File: src/source/iop_pkg.sv
/* I/O port bus package
   Transfer size and GPIO register select encodings, register offsets and port span */
package iop_pkg;

  // --------------------------------------------------
  // Bus transfer size
  // --------------------------------------------------

  // Two bits wide, same coding as the bus size field
  typedef enum logic [1:0] {
    SIZE_BYTE = 2'b00,  // 8-bit access
    SIZE_HALF = 2'b01,  // 16-bit access
    SIZE_WORD = 2'b10   // 32-bit access
  } io_size_e;

  // --------------------------------------------------
  // GPIO register targets
  // --------------------------------------------------

  typedef enum logic [1:0] {
    REG_DATA    = 2'd0,  // Data out on write, sampled pins on read
    REG_DIR     = 2'd1,  // Direction, 1 drives the pin
    REG_INTMASK = 2'd2,  // Change interrupt enables
    REG_NONE    = 2'd3   // Unmapped offset
  } gpio_reg_e;

  // Word-group offsets in address bits 10:4
  localparam logic [6:0] DIR_OFFSET     = 7'h40;  // 0x400
  localparam logic [6:0] INTMASK_OFFSET = 7'h41;  // 0x410

  // Address bits decoded inside one port
  // Bits from here upward pick the port
  localparam int PORT_SPAN_BITS = 11;

endpackage
File: src/source/iop_bus_if.sv
/* I/O port bus leg
   One decoded branch of the single-cycle bus, from decoder to one GPIO port */
`timescale 1ns/10ps

interface iop_bus_if;

  // --------------------------------------------------
  // Request side, driven by the decoder
  // --------------------------------------------------
  logic              sel;    // Port selected this cycle
  logic [31:0]       addr;   // Full transfer address
  logic              write;  // 1 for write, 0 for read
  iop_pkg::io_size_e size;   // Byte, half-word or word
  logic              trans;  // Transaction valid
  logic [31:0]       wdata;  // Write data

  // Response side, driven by the port
  logic [31:0]       rdata;  // Combinational read data

  // Decoder end
  modport master (
    output sel,
    output addr,
    output write,
    output size,
    output trans,
    output wdata,
    input  rdata
  );

  // Port end
  modport slave (
    input  sel,
    input  addr,
    input  write,
    input  size,
    input  trans,
    input  wdata,
    output rdata
  );

endinterface

File: src/source/gpio_byte_mask.sv
/* GPIO byte lane mask
   Lane mask from size and low address, plus the bit mask for masked data-out access */
`timescale 1ns/10ps

module gpio_byte_mask (
  input  iop_pkg::io_size_e size_i,       // Transfer size
  input  logic [9:0]        addr_i,       // Low address bits of the access
  output logic [31:0]       lane_mask_o,  // All bits of the accessed lanes
  output logic [31:0]       data_mask_o   // Lane mask, or bit mask on byte access
);

  logic [3:0] lane_en;   // One enable per byte lane
  logic [7:0] bit_mask;  // Per-bit mask carried in the address

  // --------------------------------------------------
  // Byte lane decode
  // --------------------------------------------------

  always_comb
  begin
    case (size_i)
      iop_pkg::SIZE_BYTE:
        lane_en = 4'b0001 << addr_i[1:0];              // Single lane
      iop_pkg::SIZE_HALF:
        lane_en = addr_i[1] ? 4'b1100 : 4'b0011;       // Aligned lane pair
      default:
        lane_en = 4'b1111;                             // Word, all lanes
    endcase
  end

  // Expand each lane enable to eight bits
  assign lane_mask_o = {
    {8{lane_en[3]}},
    {8{lane_en[2]}},
    {8{lane_en[1]}},
    {8{lane_en[0]}}
  };

  // --------------------------------------------------
  // Masked data lane
  // --------------------------------------------------

  // On byte access, address bits 9:2 pick the bits inside the lane
  assign bit_mask = addr_i[9:2];

  always_comb
  begin
    if (size_i == iop_pkg::SIZE_BYTE)
      data_mask_o = {4{bit_mask}} & lane_mask_o;  // Only the addressed lane survives
    else
      data_mask_o = lane_mask_o;                  // Half-word and word use full lanes
  end

endmodule

File: src/source/gpio_port.sv
/* GPIO port
   32-bit data-out, direction and interrupt mask registers, input sampler and change interrupt */
`timescale 1ns/10ps

module gpio_port (
  input  logic        FCLK,        // Port clock
  input  logic        HRESETn,     // Async reset, active low
  iop_bus_if.slave    bus,         // Decoded bus leg
  input  logic [31:0] gpio_in_i,   // Pad inputs
  output logic [31:0] gpio_out_o,  // Pad outputs
  output logic [31:0] gpio_en_o,   // Pad output enables
  output logic        gpio_int_o   // Input change pulse
);

  logic [31:0]        lane_mask;   // Accessed byte lanes
  logic [31:0]        data_mask;   // Lanes, or bit mask on byte access
  iop_pkg::gpio_reg_e reg_sel;     // Decoded register target
  logic               wr_en;       // Qualified write this cycle

  logic [31:0]        data_out_q;  // Data out register
  logic [31:0]        dir_q;       // Direction register
  logic [31:0]        intmask_q;   // Interrupt mask register
  logic [31:0]        data_in_q;   // Pin sample from the last edge
  logic [31:0]        changed;     // Enabled input bits that moved
  logic               int_q;       // Registered change pulse
  logic [31:0]        rd_val;      // Unmasked read value

  // --------------------------------------------------
  // Address decode
  // --------------------------------------------------

  gpio_byte_mask u_byte_mask (
    .size_i      (bus.size),
    .addr_i      (bus.addr[9:0]),
    .lane_mask_o (lane_mask),
    .data_mask_o (data_mask)
  );

  always_comb
  begin
    if (!bus.addr[10])
      reg_sel = iop_pkg::REG_DATA;      // Whole lower half is data
    else if (bus.addr[10:4] == iop_pkg::DIR_OFFSET)
      reg_sel = iop_pkg::REG_DIR;
    else if (bus.addr[10:4] == iop_pkg::INTMASK_OFFSET)
      reg_sel = iop_pkg::REG_INTMASK;
    else
      reg_sel = iop_pkg::REG_NONE;      // Reads zero, writes ignored
  end

  assign wr_en = bus.sel & bus.write & bus.trans;

  // --------------------------------------------------
  // Register writes
  // --------------------------------------------------

  always_ff @(posedge FCLK or negedge HRESETn)
  begin
    if (!HRESETn)
    begin
      data_out_q <= '0;
      dir_q      <= '0;   // All pins inputs out of reset
      intmask_q  <= '0;
    end
    else if (wr_en)
    begin
      case (reg_sel)
        // Data out merges under the per-bit data mask
        iop_pkg::REG_DATA:
          data_out_q <= (bus.wdata & data_mask) | (data_out_q & ~data_mask);
        iop_pkg::REG_DIR:
          dir_q <= (bus.wdata & lane_mask) | (dir_q & ~lane_mask);
        iop_pkg::REG_INTMASK:
          intmask_q <= (bus.wdata & lane_mask) | (intmask_q & ~lane_mask);
        default:
          ;                                   // Unmapped, nothing changes
      endcase
    end
  end

  // --------------------------------------------------
  // Input sampler and change interrupt
  // --------------------------------------------------

  // Compare live pins with last sample, only masked input bits count
  assign changed = (data_in_q ^ gpio_in_i) & intmask_q & ~dir_q;

  always_ff @(posedge FCLK or negedge HRESETn)
  begin
    if (!HRESETn)
    begin
      data_in_q <= '0;
      int_q     <= 1'b0;
    end
    else
    begin
      data_in_q <= gpio_in_i;   // Sample every edge
      int_q     <= |changed;    // High one cycle per change
    end
  end

  assign gpio_out_o = data_out_q;
  assign gpio_en_o  = dir_q;
  assign gpio_int_o = int_q;

  // --------------------------------------------------
  // Read mux
  // --------------------------------------------------

  always_comb
  begin
    case (reg_sel)
      iop_pkg::REG_DATA:    rd_val = data_in_q;   // Sampled pins, not data out
      iop_pkg::REG_DIR:     rd_val = dir_q;
      iop_pkg::REG_INTMASK: rd_val = intmask_q;
      default:              rd_val = '0;
    endcase
  end

  // Lanes outside the access read zero
  assign bus.rdata = rd_val & data_mask;

endmodule

File: src/source/gpio_subsys.sv
/* GPIO subsystem top
   Address decoder and NUM_PORTS GPIO ports on one I/O port bus */
`timescale 1ns/10ps

module gpio_subsys #(
  parameter int NUM_PORTS = 2
) (
  input  logic                   FCLK,        // Bus and sampling clock
  input  logic                   HRESETn,     // Async reset, active low

  // --------------------------------------------------
  // I/O port bus
  // --------------------------------------------------
  input  logic                   io_sel_i,    // Subsystem select
  input  logic [31:0]            io_addr_i,   // Transfer address
  input  logic                   io_write_i,  // Transfer direction
  input  iop_pkg::io_size_e      io_size_i,   // Transfer size
  input  logic                   io_trans_i,  // Transaction valid
  input  logic [31:0]            io_wdata_i,  // Write data
  output logic [31:0]            io_rdata_o,  // Read data, same cycle

  // --------------------------------------------------
  // Pads, 32 bits per port, port 0 in the low word
  // --------------------------------------------------
  input  logic [NUM_PORTS*32-1:0] gpio_in_i,
  output logic [NUM_PORTS*32-1:0] gpio_out_o,
  output logic [NUM_PORTS*32-1:0] gpio_en_o,
  output logic [NUM_PORTS-1:0]    gpio_int_o   // One change pulse per port
);

  // One bus leg per port
  iop_bus_if legs [NUM_PORTS] ();

  iop_decoder #(
    .NUM_PORTS (NUM_PORTS)
  ) u_decoder (
    .io_sel_i   (io_sel_i),
    .io_addr_i  (io_addr_i),
    .io_write_i (io_write_i),
    .io_size_i  (io_size_i),
    .io_trans_i (io_trans_i),
    .io_wdata_i (io_wdata_i),
    .io_rdata_o (io_rdata_o),
    .legs       (legs)
  );

  // Each port takes its own 32-bit slice of the pad vectors
  for (genvar i = 0; i < NUM_PORTS; i++)
  begin : g_port
    gpio_port u_port (
      .FCLK       (FCLK),
      .HRESETn    (HRESETn),
      .bus        (legs[i]),
      .gpio_in_i  (gpio_in_i[i*32 +: 32]),
      .gpio_out_o (gpio_out_o[i*32 +: 32]),
      .gpio_en_o  (gpio_en_o[i*32 +: 32]),
      .gpio_int_o (gpio_int_o[i])
    );
  end

endmodule

File: src/source/iop_decoder.sv
/* I/O port address decoder
   Steers each access to one GPIO port and returns that port's read data */
`timescale 1ns/10ps

module iop_decoder #(
  parameter int NUM_PORTS = 2
) (
  input  logic              io_sel_i,     // Bus select for this subsystem
  input  logic [31:0]       io_addr_i,    // Transfer address
  input  logic              io_write_i,   // Transfer direction
  input  iop_pkg::io_size_e io_size_i,    // Transfer size
  input  logic              io_trans_i,   // Transaction valid
  input  logic [31:0]       io_wdata_i,   // Write data
  output logic [31:0]       io_rdata_o,   // Read data of the selected port
  iop_bus_if.master         legs [NUM_PORTS]
);

  // Width of the port index field above the port span
  localparam int IDX_W = 32 - iop_pkg::PORT_SPAN_BITS;

  logic [IDX_W-1:0]     port_idx;             // Upper address bits
  logic [NUM_PORTS-1:0] leg_sel;              // One-hot select, or none
  logic [31:0]          leg_rdata [NUM_PORTS]; // Read data gathered from the legs

  assign port_idx = io_addr_i[31:iop_pkg::PORT_SPAN_BITS];

  // --------------------------------------------------
  // Per-leg fan-out
  // --------------------------------------------------

  for (genvar i = 0; i < NUM_PORTS; i++)
  begin : g_leg
    // Only the leg whose index matches, and only while selected
    assign leg_sel[i] = io_sel_i & (port_idx == IDX_W'(i));

    assign legs[i].sel   = leg_sel[i];
    assign legs[i].addr  = io_addr_i;   // Shared fields pass through
    assign legs[i].write = io_write_i;
    assign legs[i].size  = io_size_i;
    assign legs[i].trans = io_trans_i;
    assign legs[i].wdata = io_wdata_i;

    assign leg_rdata[i] = legs[i].rdata;
  end

  // --------------------------------------------------
  // Read data return
  // --------------------------------------------------

  // Index at or above NUM_PORTS matches no leg and reads zero
  always_comb
  begin
    io_rdata_o = '0;
    for (int i = 0; i < NUM_PORTS; i++)
    begin
      if (leg_sel[i])
        io_rdata_o = leg_rdata[i];  // At most one leg is selected
    end
  end

endmodule

File: config.mk
export PLATFORM = sky130hd
export DESIGN_NAME = gpio_subsys
export DESIGN_NICKNAME = d
export VERILOG_FILES = /design/src/source/iop_pkg.sv /design/src/source/iop_bus_if.sv /design/src/source/gpio_byte_mask.sv /design/src/source/gpio_port.sv /design/src/source/gpio_subsys.sv /design/src/source/iop_decoder.sv
export SDC_FILE = /design/constraint.sdc
export NUM_CORES = 1
export LEC_CHECK = 0
export ABC_AREA = 1
export BUFFER_PORTS_ARGS = -buffer_cell sky130_fd_sc_hd__buf_2
export CAP_MARGIN = 10
export CORE_MARGIN = 2
export CORE_UTILIZATION = 30
export CTS_BUF_LIST = sky130_fd_sc_hd__clkbuf_8
export CTS_CLUSTER_DIAMETER = 50
export CTS_CLUSTER_SIZE = 8
export DETAILED_ROUTE_END_ITERATION = 7
export GPL_ROUTABILITY_DRIVEN = 1
export GPL_TIMING_DRIVEN = 0
export HOLD_SLACK_MARGIN = 0.03
export SLEW_MARGIN = 10
export SYNTH_ARGS = -nofsm -noshare
export SYNTH_HDL_FRONTEND = slang
export SYNTH_SLANG_ARGS = --single-unit
File: constraint.sdc
create_clock -name FCLK -period 2.01 [get_ports FCLK]
set_input_delay 0.402 -clock FCLK [delete_from_list [all_inputs] [get_ports FCLK]]
set_output_delay 0.402 -clock FCLK [all_outputs]
set_load 0.05 [all_outputs]
==> results of run 1 <==
-- through the flow --
step           utilization (%)  std cells  setup slack, ns
5_1_grt                   42.7       2840           -0.511
6_report                  42.7       2842           -0.449
4_1_cts                   42.1       2836           -0.433
3_5_place_dp              36.4       2679            -1.41
3_3_place_gp              36.2       2676            -4.43
2_1_floorplan                -       1788           -0.172
-- repair_timing --
action                                  CTS  global route
hold buffers                             73             0
endpoints found under the hold margin   139             0
gates cloned                              3             1
pin swaps                                29            31
resized for setup                       211            80
endpoints found under the setup margin   70            66
buffers inserted                         19             1
-- area by class of cell --
type	instances	area (µm²)
Buffer	77	633
Sequential cell	258	6460
Tap cell	592	741
Clock inverter	14	224
Multi-Input combinational cell	1216	6340
Inverter	237	897
Antenna cell	4	10.0
Fill cell	4521	25200
Clock buffer	48	661
Timing Repair Buffer	396	2860
-- synth_stat cells (24+ instances only) --
cell / number / area (µm²)
nand2_1: 413 / 1550
nor2_1: 303 / 1140
dfrtp_1: 258 / 6460
inv_1: 236 / 886
o21ai_0: 113 / 566
nand3_1: 106 / 531
nand4_1: 78 / 488
a21oi_1: 63 / 315
clkbuf_1: 39 / 146
a22oi_1: 32 / 240
o21a_1: 26 / 195
buf_2: 24 / 120
-- power by group through the flow --
| stage | registers, mW | clock network (mW) | logic, mW |
|---|---|---|---|
| global route | 5.32 | 5.54 | 1.31 |
| finish | 5.31 | 5.20 | 1.21 |
| global placement | 5.40 | 0 | 0.898 |
| detailed placement | 5.40 | 0 | 0.934 |
| floorplan | 5.39 | 0 | 0.405 |
| CTS | 5.31 | 5.33 | 1.16 |
-- layer usage --
| layer | vias up | track usage, % |
|---|---|---|
| met3 | 87 | 5.27 |
| met4 | 2 | 7.66 |
| met1 | 6713 | 31.9 |
| li1 | 6615 | - |
| met5 | - | 0 |
| met2 | 568 | 37.9 |
-- worst min-delay path: cells and delay by family --
family	cells	cell delay, ns
buffers and inverters	1	0.11
and+or+nand+nor	2	0.13
-- worst paths after layout --
| kind | from | endpoint |
|---|---|---|
| worst max-delay path | io_addr_i[9] | io_rdata_o[24] |
| worst min-delay path | io_wdata_i[8] | register |
| worst max register to register | g_port[1].u_port.data_in_q[24] | g_port[1].u_port.gpio_int_o |
| worst min register to register | register | register |
| max in group asynchronous | HRESETn | async pin |
| min in group asynchronous | HRESETn | async pin |
-- logic make-up (layout without fill, tap and decap cells) --
group / count (synthesis) / in the layout / share of synthesized area [%]
AO/OA/AOI/OAI: 262 / 262 / 11.1
buffers and inverters: 314 / 772 / 9.27
flip-flops: 258 / 258 / 48.5
other: 0 / 4 / 0
XOR/XNOR: 6 / 6 / 0.394
AND/OR/NAND/NOR: 948 / 948 / 30.8
==> impl_metrics.toml, run 1 <==
[hold_path]
min_path_cells = 3
worstHoldPathType = "in -> reg"

[clock_network]
cts_max_path_buffers = 3
htree_levels = 2
clockRootBuffer = "clkbuf_8"
clk_transition_reported_paths_ns = 0.06
numCtsBuffers = 43
cts_tree = "yes"
clock_sinks = 258
clk_latency_ns = 0.62

[setup_path]
worst_ep_arrival_time_ns = 2.06
path_depth = 11
end_kind = "output pin"
crit_chain = "buf_8 > nor2_4 > nand2_4 > nor3b_4 > buf_6 > nor2_4 > clkbuf_8 > nor2_1 > nand2_1 > nor2_4 > buf_8"
worst-path-buf-inv = 4
worstSetupPathType = "in -> out"
cp-start-kind = "input pin"
cp_max_fo = 8
crit_required_ns = 1.61
cp_slowest_stage_delay_ns = 0.30
reg2regPathDepth = 7
cpMostUsedCell = "nor2_4"
timing.reg2reg.setup_slack_ns = 0.39
cpMaxStageDelayCell = "nor3b_4"
crit_family = "simple AND/OR/NAND/NOR gates"

[place]
place_hpwl_um = 40600
gp_congestion = 0.888
buffer_ports.inserted = 296
placed_area_mm2 = 0.0160

[yosys]
syn-num-nets = 1923
syn-cell-area_mm2 = 0.0133
synth-seq-cells = 258
synth_edf_count = 0
synth_area_per_cell_um2 = 7.45
synth_flop_cell = "dfrtp_1"
ys_types = 29
ys_seq_area_share_pct = 48.5
synth_cells = 1788
ys_warn_count = 0
synthArstFlopShare_pct = 100

[floorplan]
die_y_um = 215
die_area_mm2 = 0.0461
ios = 297
die_width_um = 215
num_rows = 77
core_region_area_mm2 = 0.0440
start_util_pct = 30.3

[sta]
setup_violations = 32
maxSlewHeadroom_pct = 49.0
finalCritPeriodShare_pct = 122
tightest_slew_ns = 0.764
clock_skew_ns = 0.0331
grt_setup_unrepaired = "true"
setup_tns_ns = -12.97
fin_crit_ns = 2.46
fmax_mhz = 407
setup_slack_ns = -0.449
hold_slack_ns = 0.0750
hold_viol_final = 0
drv_slew = 0

[cells_and_area]
num-nets-final = 2364
mostFrequentLayoutCells = "383 x nand2_1, 271 x buf_2, 258 x dfrtp_1"
final_layout_size_suffix_gt1_share_pct = 26.3
layout_commonest_cell = "nand2_1"
syn2layout_area_growth_pct = 41.2
fin_area_mm2 = 0.0188

[global_routing]
grt_max_degree = 104
track_usage_pct = 23.7
antenna_found_initial = 3
grt_pass1_vias = 13700
overflow = 0
grt_pass1_wl_um = 82800

[pwr]
p_int_mw = 8.62
swShare_pct = 26.5
combPwrFrac_pct = 10.3
p_per_area_mw_per_mm2 = 623
total_power_mw = 11.7
clockPowerShare_pct = 44.4
ir_drop_v = 0.000474
p_leak_nw = 9.29
switchingPower_mw = 3.10
power_frac_seq_pct = 45.3

[drt]
vias_per_cell = 4.92
drc = 0
m1WireLength_um = 24300
drtPass1Iterations = 5
wl_um = 55800
vias = 14000
highest_layer = "met5"
wl_per_cell_um = 19.6
route.met2.wl_um = 25800
met3_length_um = 4110
drtIter0Drc = 1269
ant_nets = 0

[flow_run]
drv_cap = 0

[run_status]
outcome = "complete, but fails checks"
violations = "setup timing"
Note: power is estimated with default switching activity, not from simulation.
==> run 2: changes to the inputs <==
CORE_MARGIN = default   (was 2)
clock period = 2.9 ns   (was 2.01 ns; I/O delays follow)
==> run 2 against run 1 <==
  * The flow now finishes without violations
  * Final area shrank 9.3%
  * Combinational power shrank 45%
  * Largest cell class unchanged
  * Via count shrank 4.7%
  * Global-route usage is essentially flat
==> impl_metrics.toml, run 2 (same netlist as run 1, synthesis figures left out) <==
[global_routing]
antenna_found_initial = 6
overflow = 0
track_usage_pct = 23.8
grt_pass1_vias = 12900
grt_pass1_wl_um = 79700
grt_max_degree = 104

[cells_and_area]
layout_commonest_cell = "nand2_1"
num-nets-final = 2281
syn2layout_area_growth_pct = 28.2
final_util_pct = 39.3
mostFrequentLayoutCells = "410 x nand2_1, 274 x buf_2, 258 x dfrtp_1"
final_layout_size_suffix_gt1_share_pct = 22.9

[clock_network]
clk_latency_ns = 0.61
htree_levels = 2
clk_transition_reported_paths_ns = 0.07
clock_sinks = 258
numCtsBuffers = 42
cts_tree = "yes"
clockRootBuffer = "clkbuf_8"
cts_max_path_buffers = 3

[sta]
clock_skew_ns = 0.0334
grt_setup_unrepaired = "true"
finalCritPeriodShare_pct = 98.7
drv_slew = 0
fin_crit_ns = 2.86
maxSlewHeadroom_pct = 52.3
setup_violations = 0
hold_viol_final = 0
tightest_slew_ns = 0.716
fmax_mhz = 349

[setup_path]
worstReg2RegEnd = "g_port[1].u_port.gpio_int_o"
cp-endpoint = "io_rdata_o[21]"
end_kind = "output pin"
r2r-start = "g_port[1].u_port.data_in_q[24]"
reg2regPathDepth = 7
crit_required_ns = 2.32
critPathLaunch = "io_addr_i[10]"
worstSetupPathType = "in -> out"
cp-start-kind = "input pin"
timing.reg2reg.setup_slack_ns = 1.21
worst_ep_arrival_time_ns = 2.28
cp_max_fo = 10

[floorplan]
die_width_um = 213
num_rows = 76
ios = 297
die_y_um = 213
start_util_pct = 30.7
core_region_area_mm2 = 0.0435
die_area_mm2 = 0.0453

[place]
gp_congestion = 0.889
place_hpwl_um = 40100
buffer_ports.inserted = 296

[flow_run]
drv_cap = 0

[pwr]
p_leak_nw = 8.69
ir_drop_v = 0.000244
p_per_area_mw_per_mm2 = 426
total_power_mw = 7.27

[drt]
vias = 13300
wl_per_cell_um = 19.5
drc = 0
drtIter0Drc = 1112
wl_um = 53500
vias_per_cell = 4.85
ant_nets = 0
drtPass1Iterations = 6

[run_status]
outcome = "finished clean"

[hold_path]
worstHoldPathType = "in -> reg"
==> run 2: area by class of cell <==
type / instances / area, µm²
Clock buffer: 45 / 619
Timing Repair Buffer: 315 / 1890
Antenna cell: 3 / 7.51
Buffer: 76 / 548
Clock inverter: 12 / 70.1
Fill cell: 4525 / 26400
Sequential cell: 258 / 6460
Tap cell: 585 / 732
Multi-Input combinational cell: 1216 / 5860
Inverter: 237 / 897
==> run 2: worst max-delay path, stage by stage <==
cell	delay [ns]
buf_2	0.12
inv_1	0.06
clkbuf_2	0.28
clkbuf_1	0.48
a22oi_1	0.19
nand3_1	0.14
nand2_1	0.08
nor2_2	0.16
buf_6	0.18
==> run 2: worst min path at each step <==
stage	slack [ns]	to	cells after the start	start
after global routing	0.09	g_port[1].u_port.data_in_q[29]	1	gpio_in_i[61]
final	0.10	g_port[1].u_port.data_in_q[29]	1	gpio_in_i[61]
after detailed placement	0.50	register	2	register
after floorplan	0.28	async pin	0	HRESETn
after CTS	0.07	g_port[1].u_port.data_in_q[18]	1	gpio_in_i[50]
after global placement	0.49	register	2	register
==> run 2: report_power, final <==
group,switching [mW],internal (mW),total (mW)
Clock,1.53,1.41,2.93
Sequential,0.0355,3.65,3.68
Combinational,0.463,0.196,0.660
==> run 2: per-stage QoR <==
step                area (µm²)  worst slack [ns]  cells  TNS [ns]  hold WS [ns]
detailed placement       15700            -0.900   2672    -27.38         0.497
finish                   17100            0.0383   2747         0         0.103
floorplan                13400            0.0720   1788         0         0.284
global placement         15600             -3.70   2669   -977.37         0.490
global route             17100           -0.0237   2746   -0.0391        0.0897
CTS                      16900           0.00440   2740         0        0.0701
==> run 2: layer usage <==
layer | vias up | global-route usage [%] | wire length [µm]
met2 | 480 | 38.3 | 24700
li1 | 6445 | - | -
met1 | 6317 | 31.3 | 23100
met5 | - | 0 | 52
met3 | 82 | 6.22 | 4480
met4 | 8 | 6.40 | 1160
==> run 2: timing repair <==
item,in CTS,in global routing
pin swaps,6,19
buffers inserted,11,4
hold buffers,1,0
resized for setup,129,68
setup endpoints to repair,32,32
endpoints found under the hold margin,54,0
